### src/verilog/aes_pkg.sv
package aes_pkg;

    localparam int AES_ROUNDS = 14;

    typedef logic [127:0] aes_block_t;
    typedef logic [255:0] aes_key_t;
    typedef logic [15:0]  aes_keep_t;
    typedef logic [3:0]   aes_round_t;

    // one-hot, one bit per state
    typedef enum logic [5:0] {
        ST_KEY_LO  = 6'b000001,
        ST_KEY_HI  = 6'b000010,
        ST_COUNTER = 6'b000100,
        ST_TEXT    = 6'b001000,
        ST_CIPHER  = 6'b010000,
        ST_OUTPUT  = 6'b100000
    } aes_ctr_state_e;

    typedef struct packed {
        aes_block_t data;  // byte 0 sits in bits 127:120
        aes_keep_t  keep;
        logic       last;
    } axis_beat_t;

    typedef struct packed {
        logic key_lo_load;
        logic key_hi_load;
        logic counter_load;
        logic text_load;
        logic cipher_step;
        logic output_done;
    } aes_ctrl_t;

    // forward S-box, row selected by the high nibble, column by the low nibble
    localparam logic [0:15][7:0] SBOX_ROW [16] = '{
        128'h637c777bf26b6fc53001672bfed7ab76,
        128'hca82c97dfa5947f0add4a2af9ca472c0,
        128'hb7fd9326363ff7cc34a5e5f171d83115,
        128'h04c723c31896059a071280e2eb27b275,
        128'h09832c1a1b6e5aa0523bd6b329e32f84,
        128'h53d100ed20fcb15b6acbbe394a4c58cf,
        128'hd0efaafb434d338545f9027f503c9fa8,
        128'h51a3408f929d38f5bcb6da2110fff3d2,
        128'hcd0c13ec5f974417c4a77e3d645d1973,
        128'h60814fdc222a908846eeb814de5e0bdb,
        128'he0323a0a4906245cc2d3ac629195e479,
        128'he7c8376d8dd54ea96c56f4ea657aae08,
        128'hba78252e1ca6b4c6e8dd741f4bbd8b8a,
        128'h703eb5664803f60e613557b986c11d9e,
        128'he1f8981169d98e949b1e87e9ce5528df,
        128'h8ca1890dbfe6426841992d0fb054bb16
    };

    function automatic logic [7:0] sub_byte(input logic [7:0] b);
        return SBOX_ROW[b[7:4]][b[3:0]];
    endfunction

    // multiply by x in GF(2^8)
    function automatic logic [7:0] xtime(input logic [7:0] b);
        return {b[6:0], 1'b0} ^ (b[7] ? 8'h1b : 8'h00);
    endfunction

    // round constant for key word 8*idx, idx runs 1 to 7 for AES-256
    function automatic logic [7:0] rcon(input aes_round_t idx);
        logic [7:0] r;
        r = 8'h01;
        for (int k = 2; k <= 7; k++) begin
            if (k <= int'(idx)) begin
                r = xtime(r);
            end
        end
        return r;
    endfunction

endpackage

### src/verilog/aes_ctr_fsm.sv
module aes_ctr_fsm import aes_pkg::*; (
    input  logic      Clk,
    input  logic      rst_n,
    input  logic      s_tvalid,
    input  logic      m_tready,
    input  logic      s_last,
    input  logic      round_last,
    output logic      s_tready,
    output logic      m_tvalid,
    output logic      round_enable,
    output aes_ctrl_t ctrl
);

    aes_ctr_state_e state;
    aes_ctr_state_e next_state;
    logic           last_reg;  // tlast of the block being encrypted
    logic           s_fire;
    logic           m_fire;

    assign s_tready = (state == ST_KEY_LO) | (state == ST_KEY_HI) |
                      (state == ST_COUNTER) | (state == ST_TEXT);
    assign m_tvalid = (state == ST_OUTPUT);
    assign s_fire   = s_tvalid & s_tready;
    assign m_fire   = m_tvalid & m_tready;

    always_ff @(posedge Clk) begin
        if (!rst_n) begin
            state <= ST_KEY_LO;
        end else begin
            state <= next_state;
        end
    end

    always_comb begin
        next_state = state;
        case (state)
            ST_KEY_LO:  if (s_fire) next_state = ST_KEY_HI;
            ST_KEY_HI:  if (s_fire) next_state = ST_COUNTER;
            ST_COUNTER: if (s_fire) next_state = ST_TEXT;
            ST_TEXT:    if (s_fire) next_state = ST_CIPHER;
            ST_CIPHER:  if (round_last) next_state = ST_OUTPUT;
            ST_OUTPUT: begin
                if (m_fire) begin
                    next_state = last_reg ? ST_KEY_LO : ST_TEXT;
                end
            end
            default:    next_state = ST_KEY_LO;
        endcase
    end

    always_ff @(posedge Clk) begin
        if (!rst_n) begin
            last_reg <= 1'b0;
        end else if (ctrl.text_load) begin
            last_reg <= s_last;
        end
    end

    assign ctrl.key_lo_load  = (state == ST_KEY_LO) & s_fire;
    assign ctrl.key_hi_load  = (state == ST_KEY_HI) & s_fire;
    assign ctrl.counter_load = (state == ST_COUNTER) & s_fire;
    assign ctrl.text_load    = (state == ST_TEXT) & s_fire;
    assign ctrl.cipher_step  = (state == ST_CIPHER);
    assign ctrl.output_done  = m_fire;

    // the accepting edge already moves the counter to round 1
    assign round_enable = ctrl.text_load | ((state == ST_CIPHER) & ~round_last);

endmodule

### config.mk
export PLATFORM = sky130hd
export DESIGN_NAME = aes_ctr_fsm
export DESIGN_NICKNAME = d
export VERILOG_FILES = /design/src/verilog/aes_pkg.sv /design/src/verilog/aes_ctr_fsm.sv
export SDC_FILE = /design/constraint.sdc
export NUM_CORES = 1
export LEC_CHECK = 0
export BUFFER_PORTS_ARGS = -buffer_cell sky130_fd_sc_hd__buf_2
export CAP_MARGIN = 20
export CORE_AREA = 2 2 39 41
export DETAILED_ROUTE_END_ITERATION = 8
export DIE_AREA = 0 0 41 43
export PLACE_DENSITY = 0.6
export SYNTH_ARGS = -nofsm -noshare
export SYNTH_HDL_FRONTEND = slang
export SYNTH_SLANG_ARGS = --single-unit
### constraint.sdc
create_clock -name Clk -period 3.56 [get_ports Clk]
set_clock_uncertainty 0.1 [all_clocks]
set_input_delay 1.068 -clock Clk [delete_from_list [all_inputs] [get_ports Clk]]
set_output_delay 1.068 -clock Clk [all_outputs]
set_load 0.01 [all_outputs]
---- Word level (Yosys, flattened, before mapping) ----
Cells that the tools add are included.
operators by class
  eq/ne operators ......................... 12
  mux-type cells .......................... 8
  bitwise operators ....................... 12
  reductions and logical operators ........ 1
operator list
  kind                number
  $mux 6              6
  $pmux 6 s6          1
  $ne 2x2->1 const B  5
  $and 1x1->1         7
  $eq 6x1->1 const B  1
  $eq 6x2->1 const B  1
  $eq 6x3->1 const B  1
  $eq 6x4->1 const B  1
  $eq 6x5->1 const B  1
  $eq 6x6->1 const B  1
  $reduce_and 6->1    1
  $mux 4              1
  $or 1x1->1          4
  $ne 2x1->1 const B  1
  $not 1->1           1
word-level totals
  flip-flop bits (word level) ............. 7
  input bits .............................. 6
  output and inout bits ................... 9
  word-level logic and storage cells ...... 35

---- Depth between registers and ports, before layout ----
Gate-level depths: netlist of run 1.
  word-level depth ........................ 7
  gate-level depth with buffers ........... 6
  depth with buffers taken out ............ 5

---- Worst setup path before layout of run 1 ----
OpenSTA, ideal clock, no wires.
  kind .................................... in2out
  from .................................... input port s_tvalid
  to ...................................... output port ctrl[4] (netlist name)
  arrival ................................. 1637 ps
  data required time ...................... 2392 ps
  path slack .............................. 755 ps
  stages .................................. 2
  buffers on the path ..................... 0
  cell sequence ........................... nand2_1 -> nor4bb_1
RTL lines
  item         RTL line           text
  from (decl)  aes_ctr_fsm.sv:4   input logic s_tvalid,
  to (decl)    aes_ctr_fsm.sv:11  output aes_ctrl_t ctrl

==> metrics, run 1 <==
Worst Setup EP ctrl[4]; Max Root-Sink Buffers 2; commonest non-fill, non-tap cell in the layout buf_2; I/O pin count 15; r2r startpoint state[1]; WS Path Type primary input to output pin; post-route setup slack 0.605 ns; critical path startpoint category primary input; vias in the first global route around 410; Root Buffer clkbuf_4; area taken by multi-input logic gates ~250 µm²; chip width 41 µm; Initial Util 0.307; Resized Gates After CTS 0; area of the core around 1400 µm²; Placer Congestion 0.686; CTS H-tree depth 1; max reg flops 6; minimum clock period ~3.0 ns; Power Density 398 nW/µm²; Worst Tran Pin Value roughly 0.47 ns; IO buf count 14; f_max 0.338 GHz; remaining global-route overflow 0; critical path peak fanout 4; Worst R2R End state[3]; Simple-Gate Fraction of Synth Area 0.375; first-pass GRT wire length 1750 µm; hold_ws 0.377 ns; setup TNS 0 ns; Die ar. about 1800 µm²; Max-Slew Margin vs Limit 0.680; diode count 0; post-synthesis mux area share 0.0236; number of antenna violations at the first check in global routing 0; hold_sp last_reg; min-delay worst type register to register; Pre-Repair DR Iteration Count 4; DRC 0; Final Hold Fails 0; Routed wire per std cell 11.6 µm; Core Rows 14; static leakage 0.238 nW; worst reg2reg setup slack 1.69 ns; Setup violations, final 0; Mapped Area between 400 and 500 µm²; worst endpoint required time 2.39 ns; Critical Path AT 1.79 ns; xor and xnor area share after synthesis 0.0206; Clock Latency Late Sink 0.25 ns; area delta synth->final 23.0%; Yosys cell types 25; Placement Cell Area 495 µm²; First DRT Iteration DRCs 5; DP HPWL 728 µm; status completed; Setup crit end kind output pin; total track usage 0.147; Filler cells 161; cell count after synthesis 52; largest net degree at the start of global routing 9; Routed Antenna Nets 0; Post-CTS Setup Bufs 0; Seq. cell area 140 µm²; share of layout cells above drive strength 1 0.294; Final Instance Area 522 µm²; final WL 973 µm; Final Power 0.208 mW; crit path launch s_tvalid; synthesized flop and latch total 7; post-synthesis adder-cell area fraction 0; peak supply drop 0.145 mV; DP Worst Slack ~0.59 ns; CTS tree yes; sequential fraction of the synthesis area 0.330; Hold Buf Count CTS 0; period utilization 0.830; Syn Nets between 50 and 60; Synth Area in Compound Gates 0.180; placed cells 80; Mapped Avg Cell Area 8.16 µm²; CTS sink cnt 7; Die H 43 µm; drt via density 5.18; RSZ-0062 raised after global routing no; max-cap violations 0; Final Core Density 0.377; clk slew on worst S/H paths ~0.05 ns; routed vias 435; CTS buffer count 3; Worst R2R Path Depth 5; Min-Delay Path Depth 2; main combinational cell family by area after synthesis simple AND/OR/NAND/NOR gates; post-route insts no fill 84; Nets 75; most frequent cells in the layout buf_2, nor2_1, dfxtp_1, nand2_1, a21oi_1; Synth Warn # 0; Final Max Slew Viols 0
[per-layer routing]
layer / up-vias / track usage / wire length [µm]
li1: 222 / - / -
met1: 192 / 0.185 / 431
met2: 19 / 0.213 / 458
met3: 2 / 0.0314 / 61
met4: 0 / 0.100 / 22
met5: - / 0 / 0
[power by group]
group / total (mW) / switching, mW / internal (mW)
logic: 0.0469 / 0.0251 / 0.0218
registers: 0.0896 / 0.00737 / 0.0823
clock network: 0.0713 / 0.0286 / 0.0427
total: 0.208 / 0.0610 / 0.147
[cells by family after synthesis]
group | after synthesis
AO/OA/AOI/OAI | 10
XOR/XNOR | 1
buffers and inverters | 5
flip-flops | 7
multiplexers | 1
AND/OR/NAND/NOR | 28
[critical path, cell delays in order]
cell,delay [ns]
buf_2,0.10
nand2_1,0.06
nor4bb_1,0.35
buf_2,0.20
[synth_stat cells]
library cell,n,share of area
or3_2,1,0.018
and3_1,2,0.029
nand3_1,1,0.012
nand2_1,6,0.053
o221ai_2,1,0.035
o22ai_1,1,0.015
o221ai_1,1,0.021
mux2i_1,1,0.024
inv_1,3,0.027
nor4b_1,2,0.041
dfxtp_1,7,0.33
buf_4,1,0.018
nor4bb_1,1,0.024
or4b_1,1,0.024
a21oi_1,4,0.047
nor2_1,7,0.062
o21ai_1,1,0.012
nand4b_1,2,0.041
nand3b_1,1,0.018
buf_6,1,0.027
a211oi_2,1,0.029
o31a_1,1,0.021
nor3_1,2,0.024
and2_1,2,0.029
xor2_1,1,0.021
[final cells by class]
cell class              instances  area share
clock buffers                   4      0.0504
inverters                       3      0.0216
multi-input cells              40       0.487
flip-flops and latches          7       0.269
well taps                      16      0.0384
repair buffers                 14       0.134
[worst min-delay path by stage]
stage	endpoint	slack, ns
6_report	last_reg	0.38
5_1_grt	last_reg	0.42
4_1_cts	last_reg	0.37
3_5_place_dp	last_reg	0.36
3_3_place_gp	last_reg	0.36
2_1_floorplan	last_reg	0.35
Power figures use the tool's default switching activity.
==> run 2, diff against run 1 <==
Settings changed: ABC_AREA set to 1, PLACE_DENSITY 0.6 to 0.71.
Clock period 3.56 ns to 2.9 ns, I/O delays scaled along.
==> metrics, run 2 <==
max-cap violations 0; post-synthesis adder-cell area fraction 0; post-synthesis mux area share 0; I/O pin count 15; static leakage 0.420 nW; CTS buffer count 3; remaining global-route overflow 0; IO buf count 14; Mapped Avg Cell Area roughly 6.6 µm²; DP HPWL 970 µm; routed vias 550; number of synthesized flops with an enable pin 0; Synth Area in Compound Gates 0.0926; min-delay worst type register to register; Synth Warn # 0; Async SR Flop Fraction 0; first-pass GRT wire length 1940 µm; Critical Path AT 1.42 ns; worst endpoint required time about 1.9 ns; synth top area cells dfxtp_1, nor2_1, nand2_1; Max stage delay on crit path 0.37 ns; setup TNS 0 ns; peak supply drop roughly 0.38 mV; slowest CP cell dfxtp_1; Synth Flop Type dfxtp_1; main combinational cell family by area after synthesis simple AND/OR/NAND/NOR gates; Setup violations, final 0; top cell type's share of synthesized area 0.253; Routed Antenna Nets 0; Initial Util 0.401; sequential fraction of the synthesis area 0.253; status completed; Placer Congestion 0.785; total track usage 0.162; commonest non-fill, non-tap cell in the layout nor2_1; max reg flops 6; Simple-Gate Fraction of Synth Area 0.533; CTS sink cnt 7; Resized Gates After CTS 0; Core Rows 14; Yosys cell types 20; Die ar. 1760 µm²; area leader, netlist dfxtp_1; CTS tree yes; area delta synth->final 19.6%; Clock Latency Late Sink 0.26 ns; Routed wire per std cell 9.85 µm; Max-Slew Margin vs Limit 0.825; Post-CTS Setup Bufs 0; drt via density 4.70; Synth top cells by count nor2_1, nand2_1, inv_1; Filler cells 153; synthesized flop and latch total 7; cell count after synthesis between 80 and 90; Final Hold Fails 0; largest net degree at the start of global routing 7; Power Density 835 nW/µm²; Max Root-Sink Buffers 2; dominant cell by count in the synthesized netlist nor2_1; WS Path Type register to output pin; area of the core 1380 µm²; Root Buffer clkbuf_4; Setup crit end kind output pin; vias in the first global route ~490; share of layout cells above drive strength 1 0.386; CTS H-tree depth 1; worst-path cell chain inv_2 > nor2_1 > o21ai_2 > nand2_4 > nand3_1 > inv_1 > buf_2; Worst Tran Pin Value 0.262 ns; critical path startpoint category register; Final Max Slew Viols 0; final WL between 1000 and 1500 µm; f_max 0.419 GHz; Die H 43 µm; Syn Nets 90; critical path peak fanout 6; Nets between 100 and 150; DRC 0; Final Core Density 0.479; Hold Buf Count CTS 0; RSZ-0062 raised after global routing no; xor and xnor area share after synthesis 0; period utilization 0.822; Mapped Area between 500 and 600 µm²; minimum clock period 2.39 ns; most frequent cells in the layout nor2_1, buf_2, nand2_1, inv_1, dfxtp_1; First DRT Iteration DRCs 13; chip width 41 µm; Pre-Repair DR Iteration Count 4; clk slew on worst S/H paths 0.06 ns; diode count 0; number of antenna violations at the first check in global routing 0
[run 2: cell types whose count changed in the layout (fill, tap and decap cells not counted), sizes merged, moves of 2 or more]
cell    change
and3        -2
nand4b      -2
nor4b       -2
nand2      +14
o21ai       +3
o221ai      -2
and2        -2
nor2       +16
nand3       +5
nor3        -2
inv        +13
[run 2: final timing paths]
check	cells after the start	slack, ns	from	endpoint
hold / removal	2	0.40	state[2]	state[2]
setup reg to reg	9	1.54	state[3]	state[1]
setup / recovery	7	0.51	state[3]	ctrl[4]
hold reg to reg	2	0.40	state[2]	state[2]
[run 2: power by group]
group | internal, mW | switching (mW)
logic | 0.112 | 0.211
registers | 0.118 | 0.0216
clock network | 0.0527 | 0.0390
[run 2: kinds of logic after synthesis]
logic type / Yosys count
buffers and inverters: 17
AO/OA/AOI/OAI: 8
AND/OR/NAND/NOR: 52
flip-flops: 7
[run 2: layer usage]
metal | up-vias | global-route usage | share of wire | routed length (µm)
li1 | 289 | - | - | -
met5 | - | 0 | 0 | 0
met2 | 10 | 0.244 | 0.50 | 578
met3 | 2 | 0.0157 | 0.029 | 33
met1 | 249 | 0.212 | 0.45 | 519
met4 | 0 | 0.100 | 0.018 | 21
[run 2: area by class of cell]
type,instances,area (µm²),area share
clock buffer,4,26.3,0.0396
sequential,7,140,0.211
multi-input combinational,60,347,0.523
tap,16,20.0,0.0302
inverter,16,60.1,0.0906
timing repair buffer,14,70.1,0.106
[run 2: stage by stage]
step                      total power, mW  cell area (µm²)  hold WS [ns]  std cells  worst slack (ns)
after global placement              0.458              637         0.394        113             0.568
after global routing                0.601              663         0.427        117             0.433
after CTS                           0.558              663         0.404        117             0.513
final                               0.554              663         0.401        117             0.515
after floorplan                     0.397              554         0.376         84             0.802
after detailed placement            0.463              637         0.396        113             0.565
[run 2: worst max-delay path: cells and delay by family (launching register included)]
family | cells | cell delay [ns]
AND/OR/NAND/NOR | 3 | 0.41
buffers and inverters | 3 | 0.27
AO/OA/AOI/OAI | 1 | 0.11
flip-flops | 1 | 0.37
==> run 3, diff against run 2 <==
Settings changed: PLACE_DENSITY 0.71 to 0.73.
Clock period 2.9 ns to 2.1 ns, I/O delays scaled along.
==> metrics, run 3 (synthesis gave the netlist of run 2 again) <==
Die H 43 µm; vias in the first global route between 400 and 500; routed vias 576; Routed Antenna Nets 0; most used cell, CP nor2_2; worst endpoint required time 1.37 ns; setup TNS 0 ns; critical path startpoint category register; Final Power 0.883 mW; min-delay worst type register to register; CTS buffer count 3; total track usage 0.151; worst-path cell chain inv_2 > nor2_2 > nand2_1 > nor2_2 > nand3_1 > inv_1 > buf_2; f_max between 0.4 and 0.5 GHz; First DRT Iteration DRCs 11; Setup violations, final 0; CTS tree yes; Core Rows 14; hold_ws 0.402 ns; RSZ-0062 raised after global routing yes; Clock Latency Late Sink 0.25 ns; Pre-Repair DR Iteration Count 4; Power Density 1220 nW/µm²; IO buf count 14; Max-Slew Margin vs Limit 0.831; Root Buffer clkbuf_4; WS Path Type register to output pin; Nets 112; Final Core Density 0.524; critical path peak fanout 3; drt via density 4.76; Placer Congestion 0.863; max-cap violations 0; DP Worst Slack about 0.23 ns; Max stage delay on crit path about 0.38 ns; Max Root-Sink Buffers 2; area delta synth->final 30.9%; CTS sink cnt 7; minimum clock period 2.02 ns; Worst Tran Pin Value approximately 0.25 ns; max reg flops 6; Critical Path AT 1.29 ns; chip width 41 µm; DRC 0; diode count 0; delay-heaviest family, CP simple AND/OR/NAND/NOR gates; area of the core 1380 µm²; Setup crit end kind output pin; buffers and inverters on the worst path 3; final WL 1160 µm; number of antenna violations at the first check in global routing 0; Hold Buf Count CTS 0; most frequent cells in the layout nor2_1, buf_2, nand2_1, inv_1, inv_2; static leakage between 0.4 and 0.5 nW; first-pass GRT wire length 1820 µm; Final Max Slew Viols 0; slowest CP cell dfxtp_1; remaining global-route overflow 0; period utilization 0.963; Initial Util 0.401; I/O pin count 15; status completed; DP HPWL 911 µm; Routed wire per std cell 9.56 µm; post-route setup slack about 0.077 ns; peak supply drop about 0.6 mV; CTS H-tree depth 1; share of layout cells above drive strength 1 0.505; Final Hold Fails 0; clk slew on worst S/H paths 0.05 ns; largest net degree at the start of global routing 7; commonest non-fill, non-tap cell in the layout nor2_1; Die ar. between 1500 and 2000 µm²
-- run 3: cell types whose count changed in the layout (fill, tap and decap cells not counted), moves of 3 or more --
cell / delta
buf_4: +4
nor2_1: -4
dfxtp_1: -3
dfxtp_2: +3
nor2_2: +3
-- run 3: cell type report --
| type | instances | area, µm² |
|---|---|---|
| Clock buffer | 4 | 26.3 |
| Fill cell | 142 | 658 |
| Inverter | 16 | 62.6 |
| Multi-Input combinational cell | 60 | 373 |
| Sequential cell | 7 | 144 |
| Tap cell | 16 | 20.0 |
| Timing Repair Buffer | 18 | 100 |
-- run 3: worst paths after layout --
| path | to | from | slack [ns] | cells past startpoint |
|---|---|---|---|---|
| hold / removal | last_reg | last_reg | 0.40 | 2 |
| setup reg to reg | state[1] | state[2] | 0.55 | 11 |
| setup / recovery | ctrl[3] | state[2] | 0.08 | 7 |
| hold reg to reg | last_reg | last_reg | 0.40 | 2 |
-- run 3: report_power, final --
group	internal, mW	switching [mW]	leakage, nW
Sequential	0.168	0.0345	0.0577
Combinational	0.239	0.320	0.368
Clock	0.0725	0.0488	0.0150
-- run 3: tightest hold or removal path: cells and delay by family, from the launching register on --
family	cells	cell delay, ns
flops	1	0.31
simple gates	2	0.15
-- run 3: routing by layer --
metal	share of wire	GRT usage	vias to the layer above
li1	-	-	305
met1	0.46	0.206	255
met2	0.49	0.216	13
met3	0.037	0.0314	3
met4	0.016	0.0800	0
met5	0	0	-
-- run 3: through the flow --
stage / instances / cell area, µm²
6_report: 121 / 726
3_3_place_gp: 113 / 637
2_1_floorplan: 84 / 554
5_1_grt: 121 / 726
4_1_cts: 117 / 663
3_5_place_dp: 113 / 637
-- run 3: repair_timing --
item / 4_1_cts / 5_1_grt
resized for setup: 1 / 11
setup buffers: 0 / 4
endpoints found under the hold margin: 0 / 0
setup endpoints to repair: 1 / 4
pin swaps: 0 / 2
