`config.mk`:
```
export PLATFORM = sky130hd
export DESIGN_NAME = aes_round_counter
export DESIGN_NICKNAME = d
export VERILOG_FILES = /design/src/verilog/aes_pkg.sv /design/src/verilog/aes_round_counter.sv
export SDC_FILE = /design/constraint.sdc
export NUM_CORES = 1
export LEC_CHECK = 0
export BUFFER_PORTS_ARGS = -buffer_cell sky130_fd_sc_hd__buf_2
export CORE_AREA = 2 2 39 41
export DETAILED_ROUTE_END_ITERATION = 6
export DIE_AREA = 0 0 41 43
export HOLD_SLACK_MARGIN = 0.15
export MAX_ROUTING_LAYER = met4
export PLACE_DENSITY = 0.34
export SYNTH_ARGS = -nofsm -noshare
export SYNTH_HDL_FRONTEND = slang
export SYNTH_SLANG_ARGS = --single-unit
```
`constraint.sdc`:
```
create_clock -name Clk -period 1.2 [get_ports Clk]
set_input_delay 0.24 -clock Clk [delete_from_list [all_inputs] [get_ports Clk]]
set_output_delay 0.24 -clock Clk [all_outputs]
set_load 0.02 [all_outputs]
```
`src/verilog/aes_pkg.sv`:
```
package aes_pkg;

    localparam int AES_ROUNDS = 14;

    typedef logic [127:0] aes_block_t;
    typedef logic [255:0] aes_key_t;
    typedef logic [15:0]  aes_keep_t;
    typedef logic [3:0]   aes_round_t;

    // one-hot, one bit per state
    typedef enum logic [5:0] {
        ST_KEY_LO  = 6'b000001,
        ST_KEY_HI  = 6'b000010,
        ST_COUNTER = 6'b000100,
        ST_TEXT    = 6'b001000,
        ST_CIPHER  = 6'b010000,
        ST_OUTPUT  = 6'b100000
    } aes_ctr_state_e;

    typedef struct packed {
        aes_block_t data;  // byte 0 sits in bits 127:120
        aes_keep_t  keep;
        logic       last;
    } axis_beat_t;

    typedef struct packed {
        logic key_lo_load;
        logic key_hi_load;
        logic counter_load;
        logic text_load;
        logic cipher_step;
        logic output_done;
    } aes_ctrl_t;

    // forward S-box, row selected by the high nibble, column by the low nibble
    localparam logic [0:15][7:0] SBOX_ROW [16] = '{
        128'h637c777bf26b6fc53001672bfed7ab76,
        128'hca82c97dfa5947f0add4a2af9ca472c0,
        128'hb7fd9326363ff7cc34a5e5f171d83115,
        128'h04c723c31896059a071280e2eb27b275,
        128'h09832c1a1b6e5aa0523bd6b329e32f84,
        128'h53d100ed20fcb15b6acbbe394a4c58cf,
        128'hd0efaafb434d338545f9027f503c9fa8,
        128'h51a3408f929d38f5bcb6da2110fff3d2,
        128'hcd0c13ec5f974417c4a77e3d645d1973,
        128'h60814fdc222a908846eeb814de5e0bdb,
        128'he0323a0a4906245cc2d3ac629195e479,
        128'he7c8376d8dd54ea96c56f4ea657aae08,
        128'hba78252e1ca6b4c6e8dd741f4bbd8b8a,
        128'h703eb5664803f60e613557b986c11d9e,
        128'he1f8981169d98e949b1e87e9ce5528df,
        128'h8ca1890dbfe6426841992d0fb054bb16
    };

    function automatic logic [7:0] sub_byte(input logic [7:0] b);
        return SBOX_ROW[b[7:4]][b[3:0]];
    endfunction

    // multiply by x in GF(2^8)
    function automatic logic [7:0] xtime(input logic [7:0] b);
        return {b[6:0], 1'b0} ^ (b[7] ? 8'h1b : 8'h00);
    endfunction

    // round constant for key word 8*idx, idx runs 1 to 7 for AES-256
    function automatic logic [7:0] rcon(input aes_round_t idx);
        logic [7:0] r;
        r = 8'h01;
        for (int k = 2; k <= 7; k++) begin
            if (k <= int'(idx)) begin
                r = xtime(r);
            end
        end
        return r;
    endfunction

endpackage

```
`src/verilog/aes_round_counter.sv`:
```
module aes_round_counter import aes_pkg::*; (
    input  logic       Clk,
    input  logic       rst_n,
    input  logic       round_enable,
    output aes_round_t round_num,
    output logic       round_last
);

    always_ff @(posedge Clk) begin
        if (!rst_n) begin
            round_num <= '0;
        end else if (round_enable) begin
            round_num <= round_num + aes_round_t'(1);
        end else begin
            round_num <= '0;  // idle between blocks
        end
    end

    // the final round leaves out MixColumns
    assign round_last = (round_num == aes_round_t'(AES_ROUNDS));

endmodule

```
; ---- Yosys cells after proc, flatten, opt, wreduce, memory -nomap -nowiden
; Index checks and enable logic that the tools add are counted.
[classes]
addsub = 1
eq_ne = 1
reduce_logical = 1
[ops]
columns = op, count
row1 = adder 4 x 1 -> 4 bit (second input constant), 1
row2 = == test 4 bit (second input constant), 1
row3 = AND reduction 2 bit, 1
[totals]
register_bits = 4
inputBits = 3
out_inout_bits = 5
word_cells = 4

; ---- Logic depth before layout (Yosys ltp)
; Gate-level depths: netlist of the first run.
[depth]
ltp_word = 1
ltp_mapped = 3
depth_no_buf = 3

; ---- Worst setup path after synthesis of the first run
; Ideal clock, no wire load.
[synth_timing]
path_kind = register to output
start = register round_num[0]
end = output port round_last
arrival_ns = 0.970
required_time_ns = 0.960
slack_ns = -0.010
stages_incl_launch_ff = 4
path_buffers = 0
cell_sequence = dfxtp_1 > inv_1 > ha_1 > and3_2
[synth_via]
elab_chain_len = 1
[synth_lines]
columns = item, line_no
row1 = start: declaration, aes_round_counter.sv:5  ; output aes_round_t round_num,
row2 = start signal: assignment, aes_round_counter.sv:13  ; round_num <= round_num + aes_round_t'(1);
row3 = == test 4 bit, aes_round_counter.sv:20  ; assign round_last = (round_num == aes_round_t'(AES_ROUNDS));
row4 = end: declaration, aes_round_counter.sv:6  ; output logic round_last
; Every way passes these cells.

; ---- Worst setup path after layout of the first run
; Same ends and word-level chain as after synthesis.

==> results of run 1 <==
-- kinds of logic (layout without fill, tap and decap cells) --
family | after synthesis | after routing
xor gates and xnor gates | 1 | 1
adders and majority gates | 2 | 2
buffers and inverters | 1 | 12
DFF | 4 | 4
muxes | 1 | 1
and+or+nand+nor | 8 | 8
-- timing repair --
item	in CTS	in global routing
pin swaps	1	0
gates resized for setup	7	1
endpoints found under the setup margin	1	1
-- cell type report --
class                      count  area [µm²]  share of cell area [%]
tap                           16       20.02                   7.143
sequential                     4       85.08                   30.36
multi-input combinational     12       100.1                   35.71
clock buffer                   3       22.52                   8.036
timing repair buffer           8       48.80                   17.41
inverter                       1       3.754                   1.339
-- power groups by stage --
stage	combinational (mW)	sequential, mW	clock [mW]
6_report	0.0257	0.139	0.164
3_3_place_gp	0.0234	0.142	0
4_1_cts	0.0256	0.141	0.174
3_5_place_dp	0.0237	0.142	0
2_1_floorplan	0.00637	0.147	0
5_1_grt	0.0305	0.139	0.178
-- worst reg2reg max path, delay by kind of cell, from the launching register on --
kind                       cells  cell delay, ns
xor gates and xnor gates       1            0.16
adders and majority gates      1            0.20
buffers and inverters          1            0.14
DFF                            1            0.31
and+or+nand+nor                1            0.05
-- cells in the final DEF, fill, tap and decap left out --
cell type | synthesis | layout
clkbuf_4 | 0 | 3
xnor2_1 | 1 | 1
ha_4 | 0 | 1
mux2i_1 | 1 | 1
buf_2 | 0 | 6
buf_4 | 0 | 1
dfxtp_2 | 0 | 1
nand2_1 | 1 | 1
nand3_1 | 2 | 2
buf_6 | 0 | 1
nand3b_1 | 1 | 1
nor2_1 | 3 | 3
inv_2 | 0 | 1
and3_4 | 0 | 1
ha_1 | 2 | 1
dfxtp_1 | 4 | 2
dfxtp_4 | 0 | 1
-- final timing paths --
check | from | endpoint | slack (ns) | cells after the start
max | round_num[0] | round_last | -0.06 | 4
min | round_enable | round_num[3] | 0.30 | 3
max reg2reg | round_num[0] | round_num[2] | 0.23 | 4
min reg2reg | round_num[3] | round_num[3] | 0.51 | 2
-- through the flow --
| stage | TNS, ns | utilization (%) |
|---|---|---|
| final | -0.05701 | 20.25 |
| after global routing | -0.08562 | 20.25 |
| after CTS | -0.06542 | 20.07 |
| after detailed placement | 0 | 16.73 |
| after global placement | 0 | 16.73 |
| after floorplan | 0 | - |
-- metal layers --
metal / track usage, % / routed length, µm / vias up
li1: - / - / 79
met2: 6.875 / 144 / 8
met5: - / 0 / -
met4: 8.000 / 0 / 0
met1: 6.149 / 156 / 68
met3: 3.141 / 49 / 0
==> summary.md, run 1 <==
| Metric | Value |
|---|---|
| Sequential power share | approximately 42% |
| Biggest regs | round_num: 4 flops |
| Area growth syn-to-layout | 67.16% |
| Post-DRT Antenna Nets | 0 |
| Num CTS Buffers | 3 |
| Peak VDD IR | 0.4468 mV |
| Violated checks | negative setup slack |
| Endpoints failing setup | 1 |
| Worst-skew pair later-pin latency | 0.23 ns |
| Avg WL per Cell | 7.977 µm |
| Post-Synth Simple-Gate Area | 23.88% |
| Sequential area share after synthesis | 47.76% |
| Die Span Y | about 43 µm |
| Vias in the first global route | 173 |
| Compound-cell area share of the yosys netlist | 0% |
| Non-filler cells, final | 44 |
| Power density over the cells | 1174 nW/µm² |
| Number of setup buffers added after CTS | 0 |
| Post-synthesis average cell area | 9.862 µm² |
| Worst-path cell chain | inv_2 -> ha_4 -> and3_4 -> buf_6 |
| CP bufs+invs | 2 |
| Status | complete, but fails checks |
| DRC | 0 |
| Mapped Nets | 22 |
| RSZ-0062 raised after global routing | true |
| Via count | 155 |
| Die Wd | 41 µm |
| Count of cell types in the netlist | 10 |
| NumNets Final | 35 |
| Clock root cell | clkbuf_4 |
| Max cap viols | 0 |
| CTS sink cnt | 4 |
| DR iter-0 viols | 0 |
| Die ar. | 1763 µm² |
| Worst Skew | 0.002315 ns |
| Largest net degree at the start of global routing | 5 |
| Leading area contributor after synthesis | dfxtp_1 |
| Power share of the clock group | 49.9% |
| CP max stage delay | 0.32 ns |
| Synth top area cells | dfxtp_1 (48%), ha_1 (15%), nor2_1 (6.7%) |
| Gr ovfl total | 0 |
| Post-synth EDFFs | 0 |
| Total global-route track usage | under 10% |
| Hold Slack | 0.2970 ns |
| CP startpoint kind | register |
| Largest family of logic cells by synthesized area | simple AND/OR/NAND/NOR gates |
| Reg with most FFs | round_num |
| Mux share of post-synthesis cell area | 5.970% |
| Post-synth ARST share | 0% |
| # hold bufs at CTS | 0 |
| Bufs on Longest Clock Path | 2 |
| Peak Freq | 795.5 MHz |
| Family with the most delay on the worst path | flip-flops |
| Min-delay worst type | input pin to register |
| Worst Tran Pin Value | 0.1481 ns |
| Port Buffers | 7 |
| Setup WS pre-CTS | between 0.09 and 0.1 ns |
| Most frequent cells after synthesis | dfxtp_1 (4), nor2_1 (3), ha_1 (2), nand3_1 (2) |
| Yosys top cell area share | 47.76% |
| Post-synth top flop | dfxtp_1 |
| Gate power share | 7.8% |
| First-pass GRT wire length | ~600 µm |
| Synth Area in XOR/XNOR | 5.224% |
| Routed WL | 351 µm |
| TritonCTS clock tree | yes |
| Final worst slack | -0.05701 ns |
| Slowest-stage cell, CP | dfxtp_2 |
| Tcrit/Tclk final | 104.8% |
| Yosys Warn Count | 0 |
| Via density | 3.523 |
| Crit path DAT | 1.02 ns |
| #FFs+latches synth | 4 |
| Setup crit end kind | output pin |
| First-pass iteration count of the detailed router | 1 |
| Initial core utilization | 12.12% |
| Max transition margin | 90.11% |
| Dpl cells | 41 |
| Final min period | 1.257 ns |
| Final slew viol count | 0 |
| Leak | approximately 0.13 nW |
| I/O pins | 8 |
| Synthesized area | 167.7 µm² |
| GPL Wtd Cong | around 0.62 |
| Crit path max fanout | 2 |
| Placed Area | 231.5 µm² |
| Synth Area in Adders | 14.93% |
| Sw power | ~70 µW |
| Diodes inserted | 0 |
| Largest register FFs | 4 |
| Area of the core | 1384 µm² |
| Internal Power | 259.2 µW |
| Crit Path Class | register to output pin |
| Initial antenna violation count | 0 |
| Floorplan row count | 14 |
| Clock transition at path regs | roughly 0.04 ns |
| Finished Cell Area | between 200 and 300 µm² |
| Top-count cell post-synth | dfxtp_1 |
| Mapped Cells | 17 |
| Final Power | 328.9 µW |
| Fraction of layout cells with a size suffix above 1 | 57.14% |
| Req. time, crit path | approximately 0.96 ns |
| Final hold violation count | 0 |
| Fillers | 165 |
| Sw frac | 21.21% |
| Htree depth | 1 |
Note: power is estimated with default switching activity, not from simulation.
==> run 2: changes to the inputs <==
--- a/config.mk
+++ b/config.mk
@@ -6,12 +6,13 @@
 export NUM_CORES = 1
 export LEC_CHECK = 0
 export BUFFER_PORTS_ARGS = -buffer_cell sky130_fd_sc_hd__buf_2
-export CORE_AREA = 2 2 39 41
+export CORE_AREA = 3 3 40 42
 export DETAILED_ROUTE_END_ITERATION = 6
-export DIE_AREA = 0 0 41 43
+export DIE_AREA = 0 0 43 45
 export HOLD_SLACK_MARGIN = 0.15
 export MAX_ROUTING_LAYER = met4
 export PLACE_DENSITY = 0.34
+export SLEW_MARGIN = 20
 export SYNTH_ARGS = -nofsm -noshare
 export SYNTH_HDL_FRONTEND = slang
 export SYNTH_SLANG_ARGS = --single-unit
==> summary.md, run 2 (synthesis gave the netlist of run 1 again) <==
| Metric | Value |
|---|---|
| Status | complete, but fails checks |
| Violated checks | negative setup slack |
| FF+latch area | roughly 83 µm² |
| Area of the multi-input gates | between 90 and 100 µm² |
| Finished Cell Area | 266.5 µm² |
| Setup crit end kind | output pin |
| Die ar. | about 1900 µm² |
| Placed Area | 230.2 µm² |
| Power share of the clock group | 49.3% |
| Slowest-stage cell, CP | dfxtp_2 |
| Bufs on Longest Clock Path | 2 |
| Die Span Y | ~45 µm |
| Worst-skew pair later-pin latency | 0.23 ns |
| Final min period | about 1.3 ns |
| Worst Skew | 0.001142 ns |
| Sw frac | 20.13% |
| Most frequent cells in the layout | buf_2 (6), nor2_1 (3), clkbuf_4 (3) |
| Final worst slack | -0.06541 ns |
| Clock transition at path regs | 0.04 ns |
| CP bufs+invs | 2 |
| Non-filler cells, final | 43 |
| Crit path max fanout | 2 |
| Reg with most FFs | round_num |
| Avg WL per Cell | ~7.9 µm |
| Leak | 0.1309 nW |
| CP max stage delay | 0.32 ns |
| Req. time, crit path | roughly 0.96 ns |
| Power density over the cells | 1220 nW/µm² |
| Critical path depth | 4 |
| Min-delay worst type | input pin to register |
| Crit path DAT | 1.03 ns |
| Gate power share | 7.5% |
| Crit Path Class | register to output pin |
| I/O pins | 8 |
| # hold bufs at CTS | 0 |
| Post-DRT Antenna Nets | 0 |
| Clock root cell | clkbuf_4 |
| Total global-route track usage | 5.150% |
| TritonCTS clock tree | yes |
| Port Buffers | 7 |
| DR iter-0 viols | 0 |
| Max cap viols | 0 |
| CTS sink cnt | 4 |
| Fillers | ~150 |
| CP startpoint kind | register |
| First-pass GRT wire length | 621 µm |
| Cells on worst reg2reg path | 4 |
| GPL Wtd Cong | 0.6892 |
| NumNets Final | 35 |
| Hold Slack | 0.3094 ns |
| Vias in the first global route | 159 |
| Largest register FFs | 4 |
| Peak Freq | 790.3 MHz |
| Htree depth | 1 |
| Die Wd | 43 µm |
| Final slew viol count | 0 |
| Num CTS Buffers | 3 |
| Via density | between 3 and 4 |
| First-pass iteration count of the detailed router | 1 |
| Via count | 157 |
| Floorplan row count | 13 |
| Fraction of layout cells with a size suffix above 1 | 57.14% |
| Biggest regs | round_num: 4 flops |
| Leading cell type in the layout, fill and taps excluded | buf_2 |
| Sw power | 65.47 µW |
| Peak VDD IR | 0.2273 mV |
| Worst Tran Pin Value | 0.1428 ns |
| Max transition margin | 90.47% |
| Diodes inserted | 0 |
| Family with the most delay on the worst path | flip-flops |
| Final hold violation count | 0 |
| Dpl hpwl | 284.3 µm |
| RSZ-0062 raised after global routing | true |
| Internal Power | 259.7 µW |
| Area growth syn-to-layout | 58.96% |
| Area of the core | 1285 µm² |
| Initial antenna violation count | 0 |
| Initial core utilization | 13.05% |
| DRC | 0 |
| Worst-path cell chain | inv_2 -> ha_2 -> and3_4 -> buf_6 |
| Gr ovfl total | 0 |
| Sequential power share | 43.2% |
| Tcrit/Tclk final | 105.5% |
| Routed WL | 341 µm |
| Largest net degree at the start of global routing | 5 |
| Dpl cells | 40 |
| Worst Hold Depth | 3 |
| Endpoints failing setup | 1 |
## run 2: cell counts in the layout (fill, tap and decap cells not counted)
No cell type changed its count.
## run 2: routing by layer
| metal | up-vias | part of all wire, % | track usage, % |
|---|---|---|---|
| met1 | 69 | 50 | 5.556 |
| met3 | 2 | 13 | 2.789 |
| met2 | 8 | 35 | 5.389 |
| li1 | 78 | - | - |
| met4 | 0 | 1.2 | 7.229 |
| met5 | - | 0 | - |
## run 2: timing repair
| action | in CTS | in global routing |
|---|---|---|
| gates resized for setup | 6 | 0 |
| setup endpoints to repair | 1 | 1 |
| pin swaps | 0 | 0 |
| buffers inserted | 0 | 0 |
## run 2: final timing paths
kind              slack, ns          from           end
setup / recovery      -0.07  round_num[0]    round_last
hold / removal         0.31         rst_n  round_num[3]
setup reg to reg       0.24  round_num[0]  round_num[2]
hold reg to reg        0.51  round_num[3]  round_num[3]
## run 2: layout make-up
cell class / count / share of cell area [%]
multi-input cells: 12 / 33.80
flip-flops and latches: 4 / 30.99
well taps: 15 / 7.042
inverters: 1 / 1.408
clock buffers: 3 / 8.451
repair buffers: 8 / 18.31
## run 2: worst reg2reg max path, cell delays in order (launching register included)
cell	delay, ns
dfxtp_2	0.31
buf_4	0.14
ha_1	0.20
xnor2_1	0.16
nor2_1	0.05
## run 2: stage by stage
step / total power, mW / util [%] / setup TNS [ns] / setup WS (ns)
floorplan: 0.1532 / - / 0 / 0.08719
global placement: 0.1652 / 17.92 / 0 / 0.1007
detailed placement: 0.1660 / 17.92 / 0 / 0.09952
CTS: 0.3334 / 20.74 / -0.07996 / -0.07996
global route: 0.3422 / 20.74 / -0.09991 / -0.09991
finish: 0.3252 / 20.74 / -0.06541 / -0.06541
## run 2: power by group through the flow
stage               sequential, mW  clock (mW)  combinational, mW
finish                       0.140       0.160             0.0244
CTS                          0.140       0.168             0.0249
global placement             0.142           0             0.0236
global route                 0.141       0.172             0.0290
floorplan                    0.147           0            0.00637
detailed placement           0.142           0             0.0243
==> run 3: changes to the inputs <==
--- a/config.mk
+++ b/config.mk
@@ -12,6 +12,7 @@
 export HOLD_SLACK_MARGIN = 0.15
 export MAX_ROUTING_LAYER = met4
 export PLACE_DENSITY = 0.34
+export SKIP_LAST_GASP = 1
 export SLEW_MARGIN = 20
 export SYNTH_ARGS = -nofsm -noshare
 export SYNTH_HDL_FRONTEND = slang
==> constraint.sdc (replaced) <==
create_clock -name Clk -period 1.2 [get_ports Clk]
set_input_delay 0.24 -clock Clk [delete_from_list [all_inputs] [get_ports Clk]]
set_output_delay 0.24 -clock Clk [all_outputs]
set_load 0.005 [all_outputs]
==> summary.md, run 3 (synthesis gave the netlist of run 1 again) <==
| Metric | Value |
|---|---|
| Final slew viol count | 0 |
| Die ar. | approximately 1900 µm² |
| Crit Path Class | register to output pin |
| Post-DRT Antenna Nets | 0 |
| Crit path max fanout | 2 |
| Initial core utilization | 13.05% |
| CP bufs+invs | 2 |
| Sw power | 69.67 µW |
| Clock transition at path regs | around 0.04 ns |
| Routed WL | 351 µm |
| Total global-route track usage | 4.807% |
| Power share of the clock group | between 50% and 60% |
| Vias in the first global route | 144 |
| Diodes inserted | 0 |
| Internal Power | approximately 260 µW |
| Area growth syn-to-layout | 64.93% |
| DRC | 0 |
| Endpoints failing setup | 1 |
| # hold bufs at CTS | 0 |
| CP max stage delay | approximately 0.32 ns |
| Most frequent cells in the layout | buf_2 (6), nor2_1 (3), clkbuf_4 (3) |
| Sequential power share | 42.5% |
| Dpl hpwl | 262.7 µm |
| Gr ovfl total | 0 |
| First-pass iteration count of the detailed router | 4 |
| First-pass GRT wire length | 572 µm |
| I/O pins | 8 |
| Port Buffers | 7 |
| Violated checks | negative setup slack |
| Final worst slack | -0.04526 ns |
| Fillers | 145 |
| Min-delay worst type | input pin to register |
| Largest register FFs | 4 |
| Initial antenna violation count | 0 |
| Final min period | between 1 and 1.5 ns |
| CTS sink cnt | 4 |
| Via count | 159 |
| Worst-path cell chain | inv_2 -> ha_4 -> and3_4 -> buf_6 |
| Sw frac | a little over a fifth |
| Die Span Y | 45 µm |
| Biggest regs | round_num: 4 flops |
| Largest net degree at the start of global routing | 5 |
| Avg WL per Cell | 8.163 µm |
| Placed Area | 229.0 µm² |
| Slowest-stage cell, CP | dfxtp_2 |
| Area of the core | between 1000 and 1500 µm² |
| RSZ-0062 raised after global routing | true |
| Tcrit/Tclk final | 103.8% |
| Reg with most FFs | round_num |
| Htree depth | 1 |
| Peak VDD IR | 0.4102 mV |
| Power density over the cells | roughly 1200 nW/µm² |
| Number of setup buffers added after CTS | 0 |
| Leading cell type in the layout, fill and taps excluded | buf_2 |
| Bufs on Longest Clock Path | 2 |
| GPL Wtd Cong | 0.6790 |
| Die Wd | approximately 43 µm |
| CP startpoint kind | register |
| Worst Skew | around 0.0011 ns |
| Via density | 3.698 |
| Setup crit end kind | output pin |
| Max cap viols | 0 |
| Worst-skew pair later-pin latency | 0.23 ns |
| Crit path DAT | 1.01 ns |
| Clock root cell | clkbuf_4 |
| NumNets Final | 35 |
| Req. time, crit path | 0.96 ns |
| Final Power | 331.0 µW |
| Final hold violation count | 0 |
| Floorplan row count | 13 |
| Num CTS Buffers | 3 |
| Fraction of layout cells with a size suffix above 1 | 57.14% |
| Peak Freq | between 800 and 900 MHz |
| Worst Tran Pin Value | 0.1405 ns |
| DR iter-0 viols | 1 |
| TritonCTS clock tree | yes |
| Max transition margin | 90.57% |
| Flop-to-flop setup slack | 0.23 ns |
| Leak | about 0.13 nW |
| Finished Cell Area | 276.5 µm² |
| Gate power share | 6.8% |
| Status | complete, but fails checks |
| Family with the most delay on the worst path | flip-flops |
-- run 3: power by group through the flow --
stage | Sequential (mW) | Clock [mW] | Combinational, mW
CTS | 0.140 | 0.178 | 0.0209
floorplan | 0.143 | 0 | 0.00638
global route | 0.141 | 0.178 | 0.0260
detailed placement | 0.141 | 0 | 0.0204
finish | 0.141 | 0.168 | 0.0226
global placement | 0.141 | 0 | 0.0199
-- run 3: layout make-up --
class / count / area [µm²] / share of cell area [%]
tap: 15 / 18.77 / 6.787
multi-input combinational: 12 / 100.1 / 36.20
inverter: 1 / 3.754 / 1.357
timing repair buffer: 8 / 48.80 / 17.65
clock buffer: 3 / 22.52 / 8.145
sequential: 4 / 82.58 / 29.86
-- run 3: timing repair --
action | in CTS | in global routing
pin swaps | 0 | 1
endpoints found under the hold margin | 0 | 0
setup endpoints to repair | 1 | 1
gates cloned | 0 | 0
resized for setup | 6 | 1
-- run 3: worst register-to-register path, delay by kind of cell (launching register included) --
family / cells / cell delay [ns]
flops: 1 / 0.31
buf+inv: 1 / 0.14
simple gates: 1 / 0.05
fa+ha+maj: 1 / 0.20
xor+xnor: 1 / 0.17
-- run 3: through the flow --
stage / setup TNS (ns) / std cells / setup WS (ns) / hold slack (ns) / util (%)
after floorplan: 0 / 17 / 0.1537 / 0.3971 / -
after global placement: 0 / 40 / 0.1187 / 0.4895 / 17.82
after detailed placement: 0 / 40 / 0.1199 / 0.5019 / 17.82
after CTS: -0.07225 / 43 / -0.07225 / 0.2835 / 20.74
after global routing: -0.06744 / 43 / -0.06744 / 0.3080 / 21.52
final: -0.04526 / 43 / -0.04526 / 0.2877 / 21.52
-- run 3: path summary, 6_finish.rpt --
| check | start | end | cells past startpoint |
|---|---|---|---|
| min reg2reg | round_num[3] | round_num[3] | 2 |
| max reg2reg | round_num[0] | round_num[2] | 4 |
| max | round_num[0] | round_last | 4 |
| min | round_enable | round_num[0] | 3 |
-- run 3: metal layers --
layer	routed length [µm]	share of wire (%)	global-route usage, %
met1	159	45	5.072
met2	120	34	4.790
met3	60	17	3.984
met4	10	2.8	5.422
met5	0	0	-
